===== config.mk =====
export PLATFORM = sky130hd
export DESIGN_NAME = core_wrapper_top
export DESIGN_NICKNAME = d
export VERILOG_FILES = /design/src/verilog/core_bus_pkg.sv /design/src/verilog/rv_mini_core.sv /design/src/verilog/instr_bus_port.sv /design/src/verilog/data_bus_port.sv /design/src/verilog/core_wrapper_top.sv
export SDC_FILE = /design/constraint.sdc
export NUM_CORES = 2
export LEC_CHECK = 0
export BUFFER_PORTS_ARGS = -buffer_cell sky130_fd_sc_hd__buf_2
export CAP_MARGIN = 20
export CORE_MARGIN = 1.5
export CORE_UTILIZATION = 50
export CTS_CLUSTER_DIAMETER = 40
export DETAILED_ROUTE_END_ITERATION = 10
export GPL_ROUTABILITY_DRIVEN = 0
export PLACE_DENSITY = 0.7
export SYNTH_ARGS = -nofsm -noshare
export SYNTH_HDL_FRONTEND = slang
export SYNTH_HIERARCHICAL = 1
export SYNTH_SLANG_ARGS = --single-unit

===== constraint.sdc =====
create_clock -name clk_core -period 16.1 [get_ports clk_core]
set_input_delay 0.805 -clock clk_core [delete_from_list [all_inputs] [get_ports clk_core]]
set_output_delay 0.805 -clock clk_core [all_outputs]
set_load 0.02 [all_outputs]

===== src/verilog/core_bus_pkg.sv =====
`default_nettype none

package core_bus_pkg;

    // Bus geometry, fixed by the 32-bit instruction set
    parameter int BUS_W  = 32;
    parameter int STRB_W = BUS_W / 8;

    // Major opcodes of the supported subset
    parameter logic [6:0] OP_LUI    = 7'b0110111;
    parameter logic [6:0] OP_ADDI   = 7'b0010011; // OP-IMM group
    parameter logic [6:0] OP_ADD    = 7'b0110011; // OP group
    parameter logic [6:0] OP_LOAD   = 7'b0000011;
    parameter logic [6:0] OP_STORE  = 7'b0100011;
    parameter logic [6:0] OP_BRANCH = 7'b1100011;
    parameter logic [6:0] OP_JAL    = 7'b1101111;

    // Store widths
    parameter logic [2:0] F3_SB = 3'b000;
    parameter logic [2:0] F3_SW = 3'b010;

    // Only BEQ is decoded in the branch group
    parameter logic [2:0] F3_BEQ = 3'b000;

    // Default pc after reset
    parameter logic [BUS_W-1:0] RESET_ADDR_DEF = 32'h0000_0000;

endpackage

`default_nettype wire


===== src/verilog/rv_mini_core.sv =====
`default_nettype none

module rv_mini_core #(
    parameter logic [core_bus_pkg::BUS_W-1:0] RESET_ADDR = core_bus_pkg::RESET_ADDR_DEF
) (
    input  wire logic                              clk_core,
    input  wire logic                              arst_n_i,

    // Instruction fetch side
    output logic                                   fetch_req_o,
    output logic [core_bus_pkg::BUS_W-1:0]         fetch_addr_o,
    input  wire logic [core_bus_pkg::BUS_W-1:0]    fetch_data_i,
    input  wire logic                              fetch_ack_i,

    // Load/store side
    output logic                                   mem_req_o,
    output logic [core_bus_pkg::BUS_W-1:0]         read_addr_o,
    output logic [core_bus_pkg::BUS_W-1:0]         write_addr_o,
    output logic [core_bus_pkg::BUS_W-1:0]         write_data_o,
    output logic [core_bus_pkg::STRB_W-1:0]        write_mask_o,
    input  wire logic [core_bus_pkg::BUS_W-1:0]    mem_read_data_i,
    input  wire logic                              mem_ack_i
);

    import core_bus_pkg::*;

    typedef enum logic [1:0] {
        S_IDLE,
        S_FETCH,
        S_EXEC,
        S_MEM
    } state_t;

    state_t state;

    logic [BUS_W-1:0]  pc;
    logic [BUS_W-1:0]  instr;  // Held from fetch until the next fetch
    logic [BUS_W-1:0]  raddr_q;
    logic [BUS_W-1:0]  waddr_q;
    logic [BUS_W-1:0]  wdata_q;
    logic [STRB_W-1:0] mask_q;

    logic [BUS_W-1:0]  regs [0:31];

    // Instruction fields
    logic [6:0]        opcode;
    logic [4:0]        rd;
    logic [4:0]        rs1;
    logic [4:0]        rs2;
    logic [2:0]        funct3;

    logic [BUS_W-1:0]  imm_i;
    logic [BUS_W-1:0]  imm_s;
    logic [BUS_W-1:0]  imm_b;
    logic [BUS_W-1:0]  imm_j;
    logic [BUS_W-1:0]  imm_u;

    logic [BUS_W-1:0]  rs1_val;
    logic [BUS_W-1:0]  rs2_val;
    logic [BUS_W-1:0]  ld_addr;
    logic [BUS_W-1:0]  st_addr;
    logic [BUS_W-1:0]  pc_next;

    logic              wb_en;
    logic [BUS_W-1:0]  wb_data;

    assign opcode = instr[6:0];
    assign rd     = instr[11:7];
    assign funct3 = instr[14:12];
    assign rs1    = instr[19:15];
    assign rs2    = instr[24:20];

    assign imm_i = {{20{instr[31]}}, instr[31:20]};
    assign imm_s = {{20{instr[31]}}, instr[31:25], instr[11:7]};
    assign imm_b = {{19{instr[31]}}, instr[31], instr[7], instr[30:25], instr[11:8], 1'b0};
    assign imm_j = {{11{instr[31]}}, instr[31], instr[19:12], instr[20], instr[30:21], 1'b0};
    assign imm_u = {instr[31:12], 12'h000};

    // x0 always reads as zero
    assign rs1_val = (rs1 == 5'd0) ? '0 : regs[rs1];
    assign rs2_val = (rs2 == 5'd0) ? '0 : regs[rs2];

    assign ld_addr = rs1_val + imm_i;
    assign st_addr = rs1_val + imm_s;

    // Next pc, only meaningful in S_EXEC
    always_comb begin
        pc_next = pc + 32'd4;
        if (opcode == OP_JAL) begin
            pc_next = pc + imm_j;
        end else if (opcode == OP_BRANCH && funct3 == F3_BEQ && rs1_val == rs2_val) begin
            pc_next = pc + imm_b;
        end
    end

    // Register write back, ALU results in S_EXEC and load data on mem_ack
    always_comb begin
        wb_en   = 1'b0;
        wb_data = '0;
        if (state == S_EXEC) begin
            case (opcode)
                OP_LUI: begin
                    wb_en   = 1'b1;
                    wb_data = imm_u;
                end
                OP_ADDI: begin
                    wb_en   = 1'b1;
                    wb_data = rs1_val + imm_i;
                end
                OP_ADD: begin
                    wb_en   = 1'b1;
                    wb_data = rs1_val + rs2_val;
                end
                OP_JAL: begin
                    wb_en   = 1'b1;
                    wb_data = pc + 32'd4;  // Link address
                end
                default: begin
                    wb_en   = 1'b0;
                end
            endcase
        end else if (state == S_MEM && mem_ack_i && opcode == OP_LOAD) begin
            wb_en   = 1'b1;
            wb_data = mem_read_data_i;
        end
    end

    always_ff @(posedge clk_core) begin
        if (wb_en && rd != 5'd0) begin
            regs[rd] <= wb_data;
        end
    end

    // Sequencer
    always_ff @(posedge clk_core or negedge arst_n_i) begin
        if (!arst_n_i) begin
            state <= S_IDLE;
            pc    <= RESET_ADDR;
        end else begin
            case (state)
                S_IDLE: state <= S_FETCH;
                S_FETCH: begin
                    if (fetch_ack_i) begin
                        state <= S_EXEC;
                    end
                end
                S_EXEC: begin
                    pc <= pc_next;
                    if (opcode == OP_LOAD) begin
                        state <= S_MEM;
                    end else if (opcode == OP_STORE &&
                                 (funct3 == F3_SW || funct3 == F3_SB)) begin
                        state <= S_MEM;
                    end else begin
                        state <= S_FETCH;
                    end
                end
                S_MEM: begin
                    if (mem_ack_i) begin
                        state <= S_FETCH;
                    end
                end
                default: state <= S_IDLE;
            endcase
        end
    end

    // Instruction and memory request payload
    always_ff @(posedge clk_core) begin
        if (state == S_FETCH && fetch_ack_i) begin
            instr <= fetch_data_i;
        end
        if (state == S_EXEC) begin
            raddr_q <= ld_addr;
            waddr_q <= st_addr;
            if (opcode == OP_STORE && funct3 == F3_SB) begin
                mask_q  <= 4'b0001 << st_addr[1:0];  // Lane picked by low bits
                wdata_q <= {4{rs2_val[7:0]}};
            end else if (opcode == OP_STORE) begin
                mask_q  <= 4'b1111;
                wdata_q <= rs2_val;
            end else begin
                mask_q  <= '0;  // Load
                wdata_q <= '0;
            end
        end
    end

    assign fetch_req_o  = (state == S_FETCH);
    assign fetch_addr_o = pc;

    assign mem_req_o    = (state == S_MEM);
    assign read_addr_o  = raddr_q;
    assign write_addr_o = waddr_q;
    assign write_data_o = wdata_q;
    assign write_mask_o = (state == S_MEM) ? mask_q : '0;

    // Requests hold until the bus port acknowledges them
    a_fetch_hold: assert property (
        @(posedge clk_core) disable iff (!arst_n_i)
        fetch_req_o && !fetch_ack_i |=> fetch_req_o && $stable(fetch_addr_o)
    );

    a_mem_hold: assert property (
        @(posedge clk_core) disable iff (!arst_n_i)
        mem_req_o && !mem_ack_i |=> mem_req_o && $stable(read_addr_o)
            && $stable(write_addr_o) && $stable(write_mask_o)
    );

endmodule

`default_nettype wire


===== src/verilog/instr_bus_port.sv =====
`default_nettype none

module instr_bus_port (
    input  wire logic                              clk_core,
    input  wire logic                              arst_n_i,

    input  wire logic                              fetch_req_i,
    input  wire logic [core_bus_pkg::BUS_W-1:0]    fetch_addr_i,
    output logic [core_bus_pkg::BUS_W-1:0]         fetch_data_o,
    output logic                                   fetch_ack_o,

    output logic                                   ibus_cyc_o,
    output logic                                   ibus_stb_o,
    output logic                                   ibus_we_o,
    output logic [core_bus_pkg::STRB_W-1:0]        ibus_wstrb_o,
    output logic [core_bus_pkg::BUS_W-1:0]         ibus_addr_o,
    output logic [core_bus_pkg::BUS_W-1:0]         ibus_data_o,
    input  wire logic [core_bus_pkg::BUS_W-1:0]    ibus_data_i,
    input  wire logic                              ibus_ack_i
);

    import core_bus_pkg::*;

    logic done;  // High the cycle after a bus ack

    always_ff @(posedge clk_core or negedge arst_n_i) begin
        if (!arst_n_i) begin
            done <= 1'b0;
        end else begin
            done <= ibus_ack_i;
        end
    end

    always_ff @(posedge clk_core) begin
        if (ibus_ack_i) begin
            fetch_data_o <= ibus_data_i;
        end
    end

    assign fetch_ack_o = done;

    // Request still high while the core sees the ack, so mask it off
    assign ibus_cyc_o   = fetch_req_i & ~done;
    assign ibus_stb_o   = ibus_cyc_o;
    assign ibus_we_o    = 1'b0;                 // Fetch is read only
    assign ibus_wstrb_o = {STRB_W{1'b0}};
    assign ibus_addr_o  = fetch_addr_i;
    assign ibus_data_o  = {BUS_W{1'b0}};

    a_ack_pulse: assert property (
        @(posedge clk_core) disable iff (!arst_n_i)
        fetch_ack_o |=> !fetch_ack_o
    );

endmodule

`default_nettype wire


===== src/verilog/data_bus_port.sv =====
`default_nettype none

module data_bus_port (
    input  wire logic                              clk_core,
    input  wire logic                              arst_n_i,

    // Core side, split addresses as the core produces them
    input  wire logic                              mem_req_i,
    input  wire logic [core_bus_pkg::BUS_W-1:0]    read_addr_i,
    input  wire logic [core_bus_pkg::BUS_W-1:0]    write_addr_i,
    input  wire logic [core_bus_pkg::BUS_W-1:0]    write_data_i,
    input  wire logic [core_bus_pkg::STRB_W-1:0]   write_mask_i,
    output logic [core_bus_pkg::BUS_W-1:0]         read_data_o,
    output logic                                   mem_ack_o,

    // Data bus master
    output logic                                   dbus_cyc_o,
    output logic                                   dbus_stb_o,
    output logic                                   dbus_we_o,
    output logic [core_bus_pkg::STRB_W-1:0]        dbus_wstrb_o,
    output logic [core_bus_pkg::BUS_W-1:0]         dbus_addr_o,
    output logic [core_bus_pkg::BUS_W-1:0]         dbus_data_o,
    input  wire logic [core_bus_pkg::BUS_W-1:0]    dbus_data_i,
    input  wire logic                              dbus_ack_i
);

    logic done;
    logic is_write;

    always_ff @(posedge clk_core or negedge arst_n_i) begin
        if (!arst_n_i) begin
            done <= 1'b0;
        end else begin
            done <= dbus_ack_i;
        end
    end

    // Load data captured on the bus ack
    always_ff @(posedge clk_core) begin
        if (dbus_ack_i) begin
            read_data_o <= dbus_data_i;
        end
    end

    assign mem_ack_o = done;

    // Any mask bit set means a write
    assign is_write = |write_mask_i;

    assign dbus_cyc_o   = mem_req_i & ~done;
    assign dbus_stb_o   = dbus_cyc_o;
    assign dbus_we_o    = dbus_cyc_o & is_write;
    assign dbus_wstrb_o = write_mask_i;
    assign dbus_addr_o  = is_write ? write_addr_i : read_addr_i;
    assign dbus_data_o  = write_data_i;

    // A write keeps cyc, we and its lanes up to the bus ack
    a_we_in_cyc: assert property (
        @(posedge clk_core) disable iff (!arst_n_i)
        dbus_we_o && !dbus_ack_i |=> dbus_cyc_o && dbus_we_o && $stable(dbus_wstrb_o)
    );

endmodule

`default_nettype wire


===== src/verilog/core_wrapper_top.sv =====
`default_nettype none

module core_wrapper_top #(
    parameter logic [core_bus_pkg::BUS_W-1:0] RESET_ADDR = core_bus_pkg::RESET_ADDR_DEF
) (
    input  wire logic                              clk_core,
    input  wire logic                              arst_n_i,

    // Instruction bus
    output logic                                   ibus_cyc_o,
    output logic                                   ibus_stb_o,
    output logic                                   ibus_we_o,
    output logic [core_bus_pkg::STRB_W-1:0]        ibus_wstrb_o,
    output logic [core_bus_pkg::BUS_W-1:0]         ibus_addr_o,
    output logic [core_bus_pkg::BUS_W-1:0]         ibus_data_o,
    input  wire logic [core_bus_pkg::BUS_W-1:0]    ibus_data_i,
    input  wire logic                              ibus_ack_i,

    // Data bus
    output logic                                   dbus_cyc_o,
    output logic                                   dbus_stb_o,
    output logic                                   dbus_we_o,
    output logic [core_bus_pkg::STRB_W-1:0]        dbus_wstrb_o,
    output logic [core_bus_pkg::BUS_W-1:0]         dbus_addr_o,
    output logic [core_bus_pkg::BUS_W-1:0]         dbus_data_o,
    input  wire logic [core_bus_pkg::BUS_W-1:0]    dbus_data_i,
    input  wire logic                              dbus_ack_i
);

    import core_bus_pkg::*;

    // Core to instruction port
    logic              fetch_req;
    logic [BUS_W-1:0]  fetch_addr;
    logic [BUS_W-1:0]  fetch_data;
    logic              fetch_ack;

    // Core to data port
    logic              mem_req;
    logic [BUS_W-1:0]  read_addr;
    logic [BUS_W-1:0]  write_addr;
    logic [BUS_W-1:0]  write_data;
    logic [STRB_W-1:0] write_mask;
    logic [BUS_W-1:0]  mem_read_data;
    logic              mem_ack;

    rv_mini_core #(
        .RESET_ADDR      (RESET_ADDR)
    ) rv_mini_core_inst (
        .clk_core        (clk_core),
        .arst_n_i        (arst_n_i),
        .fetch_req_o     (fetch_req),
        .fetch_addr_o    (fetch_addr),
        .fetch_data_i    (fetch_data),
        .fetch_ack_i     (fetch_ack),
        .mem_req_o       (mem_req),
        .read_addr_o     (read_addr),
        .write_addr_o    (write_addr),
        .write_data_o    (write_data),
        .write_mask_o    (write_mask),
        .mem_read_data_i (mem_read_data),
        .mem_ack_i       (mem_ack)
    );

    instr_bus_port instr_bus_port_inst (
        .clk_core        (clk_core),
        .arst_n_i        (arst_n_i),
        .fetch_req_i     (fetch_req),
        .fetch_addr_i    (fetch_addr),
        .fetch_data_o    (fetch_data),
        .fetch_ack_o     (fetch_ack),
        .ibus_cyc_o      (ibus_cyc_o),
        .ibus_stb_o      (ibus_stb_o),
        .ibus_we_o       (ibus_we_o),
        .ibus_wstrb_o    (ibus_wstrb_o),
        .ibus_addr_o     (ibus_addr_o),
        .ibus_data_o     (ibus_data_o),
        .ibus_data_i     (ibus_data_i),
        .ibus_ack_i      (ibus_ack_i)
    );

    data_bus_port data_bus_port_inst (
        .clk_core        (clk_core),
        .arst_n_i        (arst_n_i),
        .mem_req_i       (mem_req),
        .read_addr_i     (read_addr),
        .write_addr_i    (write_addr),
        .write_data_i    (write_data),
        .write_mask_i    (write_mask),
        .read_data_o     (mem_read_data),
        .mem_ack_o       (mem_ack),
        .dbus_cyc_o      (dbus_cyc_o),
        .dbus_stb_o      (dbus_stb_o),
        .dbus_we_o       (dbus_we_o),
        .dbus_wstrb_o    (dbus_wstrb_o),
        .dbus_addr_o     (dbus_addr_o),
        .dbus_data_o     (dbus_data_o),
        .dbus_data_i     (dbus_data_i),
        .dbus_ack_i      (dbus_ack_i)
    );

endmodule

`default_nettype wire


Yosys cells after proc, flatten, opt, wreduce, memory -nomap -nowiden
Memories as Yosys holds them, arrays and structs flattened. A register that Yosys moved wholly into a read port is not among the register bits.
Index checks and enable logic that the tools add are counted.
{ "word_totals": {"regBits": 232, "ram_bits": 1024, "in_bits": 68, "out_inout_bits": 142, "elab_cells": 80, "n_memories": 1} }
{ "classes": {"addsub": 6, "eq_ne": 14, "n_shift": 1, "mux": 25, "n_bitwise": 5, "n_reduce_logical": 17} }
{ "memory_table": {"columns": ["memory", "words", "word_bits", "rd", "rd_clocked_by_memory_dff", "wr", "line_no", "rtl"], "rows": [
  ["rv_mini_core_inst.regs", 32, 32, 2, 2, 1, "rv_mini_core.sv:43", "logic [BUS_W-1:0] regs [0:31];"]
]} }
{ "ops": {"columns": ["op", "count"], "rows": [
  ["$mux W32", 9],
  ["$add A32 B32 Y32", 5],
  ["$pmux W32 S4", 1],
  ["$add A32 B3 Y32 const B", 1],
  ["$eq A32 B32 Y1", 1],
  ["$eq A7 B6 Y1 const B", 3],
  ["$eq A7 B7 Y1 const B", 2],
  ["$mux W4", 3],
  ["$logic_not A5 Y1", 2],
  ["$mux W5", 2],
  ["$logic_and A1 B1 Y1", 8],
  ["$mux W2", 4],
  ["$pmux W2 S4", 1],
  ["$reduce_or A4 Y1", 2],
  ["$eq A7 B2 Y1 const B", 1],
  ["$eq A7 B5 Y1 const B", 1],
  ["$mux W1", 5],
  ["$reduce_bool A5 Y1", 1],
  ["$eq A2 B2 Y1 const B", 2],
  ["$ne A2 B2 Y1 const B", 2],
  ["$shl A1 B2 Y4 const A", 1],
  ["$and A1 B1 Y1", 3],
  ["$eq A3 B2 Y1 const B", 1],
  ["$logic_not A3 Y1", 1],
  ["5 further kinds", 6]
]} }

Depth between registers and ports, before layout
{ "depth": {"word_depth": 8, "depth_mapped": 22, "mapped_depth_nobuf": 17} }

Hierarchy
The synthesis kept the hierarchy.
{ "modules_own_cells": {"columns": ["module", "instances", "cells_per_inst", "area_each_um2", "seq_area_each_um2"], "rows": [
  ["rv_mini_core", 1, 3738, 61778.0, 35739.3],
  ["data_bus_port", 1, 108, 1691.6, 985.9],
  ["instr_bus_port", 1, 105, 1529.0, 985.9]
]} }

Worst setup path before layout
No wires, ideal clock.
{ "synth_timing": {"path_type": "reg-to-reg", "startpoint": "register (tool-made name)", "endpoint": "memory rv_mini_core_inst.regs[0][29] (data pin)", "setup_ns": 0.454, "arrival_time_ns": 6.648, "required_ns": 15.646, "path_slack_ns": 8.998, "stages_incl_launch_ff": 23, "path_buffers": 7, "synth_period_minus_slack_ns": 7.102, "path_cell_list": "dfxtp_1 -> buf_6 -> buf_8 -> buf_6 -> buf_4 -> buf_1 -> buf_1 -> mux4_2 -> mux4_2 -> mux2i_1 -> nor2_1 -> ha_1 -> clkbuf_1 -> a21o_1 -> a21o_1 -> a21oi_1 -> o21ai_0 -> o41ai_1 -> o21ai_0 -> a21oi_1 -> o21bai_1 -> xnor2_1 -> o21ai_0"} }
{ "synth_rtl": {"columns": ["item", "line_no"], "rows": [
  ["end: declaration", "rv_mini_core.sv:43"]
]} }

==> impl_results.md <==
* Status: finished with violations
* Violated checks: max-slew violations
* Nets at 4,260
* Total congestion overflow at 0
* Seq. cell area at 37,700 um2
* Starting Density at 50.3%
* Startpoint Class: register
* Setup TNS at 0 ns
* Fill count at 9,768
* I/O pins at 210
* Overall Power at 10.2 mW
* Max_slew headroom at -1.75%
* Power Dens Cells at 140 nW/um2
* Die ar. at 132,000 um2
* Vias per inst at around 7
* Initial DRC count at 6,802
* RSZ-0062 raised after global routing: false
* DR vias at 41,004
* Die width at 364 um
* Rows at around 130
* Worst slack at placement at 8.27 ns
* Least-Margin Pin Slew at 1.53 ns
* Top cells by count, synth: 1,220 x edfxtp_1, 630 x mux4_2, 204 x nand2_1, 192 x nor2_1, 188 x a21oi_1
* XOR/XNOR Fraction of Synth Area at 2.10%
* Area leader, netlist: edfxtp_1
* Reg-to-reg slack, setup at 8.03 ns
* Wire per inst at 33.6 um
* Chip height at ~360 um
* Req. time, crit path at 16.47 ns
* Clock Sinks at 1,265
* I/O Buffers at 171
* Initial antenna violation count at 7
* Synth Area in Compound Gates at under 10%
* Peak supply drop at 122 uV
* Clock-pin slew on the worst setup and hold paths at 0.07 ns
* CTS tree: built
* Syn Inst Count at slightly below 4,000
* Avg Cell Area, Syn at 16.5 um2
* Vias in the first global route at 39,760
* Final Skew at 0.0413 ns
* Post-Syn Area at 65,000 um2
* Final Hold Viols at 0
* Core area at roughly 130,000 um2
* Worst EP arrival at 8.44 ns
* Worst setup margin at 8.03 ns
* DRC violations left at 0
* Layout area overhead at 12.0%
* Final Setup Violations at 0
* Routed WL at 200,000 um
* Total placed cells including tap cells at 5,657
* Layout cell share with drive strength beyond 1 at 30.3%
* Finished Layout Cells at just under 6,000
* R2R depth at 17
* Multi-input gate area at 25,800 um2
* Simple-gate share of the synthesized area at 4.73%
* Worst Setup End Kind: register
* First-pass GRT wire length at 283,000 um
* Period Utilization, post-route at 50.1%
* Largest net degree at the start of global routing at 143
* Most frequent cell after synthesis: edfxtp_1
* Final max-slew violation count at 36
* Top FF cell, synth: edfxtp_1
* Final min period at 8.07 ns
* Worst skew pair latency at 0.80 ns
* Sequential area share after synthesis at just under 60%
* Distinct cell type count after synthesis at between 80 and 90
* DP HPWL at 117,000 um
* Main combinational cell family by area after synthesis: multiplexers
* Synthesis Warnings at 6
* Post-synth EDFFs at approximately 1,200
* GRT Overall Usage at a little under a third
* Worst hold path type: in2async
* H-tree lvl count at 4
* Final Util at 56.3%
* Post-synthesis mux area share at 23.7%
* Share of the synthesized area in the top cell type at 56.4%
* Seq cells post-synth at about 1,300
* CTS max path bufs at 3
* Worst-path fanout max at between 100 and 150
* Leakage at between 20 and 30 nW
* Clock Tree Root: clkbuf_16
* Max-Cap Viols at 0
* Worst r2r dst: rv_mini_core_inst/regs[7][27]
* Crit path kind: reg2reg
* Post-synthesis adder-cell area fraction at 2.29%
* DRT Pass-1 Iters at 9
* Synth top area cells: edfxtp_1 56%, mux4_2 22%, ha_1 2.1%
* Cts bufs inserted at 150
* # resized after CTS at 0
* Final ANT Viol Nets at 0
* Post-CTS Repair Setup Buffers at 0
* CTS Hold Bufs at 0
* Fmax at 124 MHz
* Async set-reset flop share out of synthesis at 2.77%
worst max-delay path: stages (launching register included):
cell and delay (ns):
dfxtp_4 0.88, buf_12 0.43, buf_4 0.87, mux4_2 0.43
mux4_2 0.47, mux2i_1 0.44, nor2_1 0.18, ha_1 0.42
and3_1 0.22, o21a_1 0.16, nor2_1 0.09, o21ai_0 0.12
o41ai_1 0.74, o21ai_0 0.24, xor2_1 0.19, a222oi_1 0.37
nor2_1 0.07, a221o_1 0.62
state kept, by name (all words and copies together) (netlist names), 2 cells and up, named ones only:
register / flops
rv_mini_core_inst/write_addr_o: 32
instr_bus_port_inst/fetch_data_o: 32
rv_mini_core_inst/instr: 32
data_bus_port_inst/read_data_o: 32
rv_mini_core_inst/regs: 1024
rv_mini_core_inst/state: 2
rv_mini_core_inst/read_addr_o: 32
rv_mini_core_inst/mask_q: 4
rv_mini_core_inst/write_data_o: 32
rv_mini_core_inst/fetch_addr_o: 31
cells by family (layout without fill, tap and decap cells):
kind of cell    after synthesis  count (layout)
simple gates                660             660
other cells                   2              74
flops                      1265            1265
fa+ha+maj                   116             116
xor+xnor                    156             156
mux                         739             739
buf+inv                     415             593
compound gates              598             598
worst max path at each step:
stage / from / endpoint / depth (start not counted)
floorplan: register / rv_mini_core_inst/regs[0][29] / 22
global placement: register / rv_mini_core_inst/regs[12][31] / 17
detailed placement: register / rv_mini_core_inst/regs[12][31] / 17
CTS: register / rv_mini_core_inst/regs[5][31] / 17
global route: register / rv_mini_core_inst/regs[7][27] / 17
finish: register / rv_mini_core_inst/regs[7][27] / 17
layout make-up:
type                       count  area share, %
antenna                        4         0.0138
timing repair buffer         268           2.41
inverter                      52          0.268
clock inverter               109           1.66
tap                         1742           2.99
multi-input combinational   2339           35.5
sequential                  1265           51.9
clock buffer                 164           5.29
power breakdown:
part | leakage (nW) | total (mW) | switching, mW | internal, mW
registers | 14.1 | 4.01 | 0.285 | 3.73
logic | 10.5 | 2.76 | 1.67 | 1.09
clock network | 2.45 | 3.43 | 1.44 | 1.99
total | 27.1 | 10.2 | 3.39 | 6.81
per-layer routing:
layer  up-vias  global-route usage, %  share of wire, %
met3       604                   7.78                13
met2      3040                   46.8                46
met5         -                      0             0.013
met4         4                   17.0               6.4
met1     21012                   39.6                35
li1      16344                      -                 -
layout by cell type, fill, tap and decap left out, drive strengths merged, types with 53 or more instances in the layout:
cell type / count
o21ai: 119
a21o: 53
clkinv: 54
conb: 70
nand2: 204
buf: 266
xor2: 59
inv: 82
a21oi: 189
xnor2: 97
nor2: 192
edfxtp: 1220
clkbuf: 166
mux4: 633
nand3: 63
mux2i: 55
ha: 111
through the flow:
step | hold slack, ns | area [um2]
after floorplan | 0.400 | 65300
after global placement | 0.405 | 67500
after detailed placement | 0.405 | 67500
after CTS | 0.128 | 72600
after global routing | 0.149 | 72800
final | 0.181 | 72800
(Power assumes the default switching activity.)
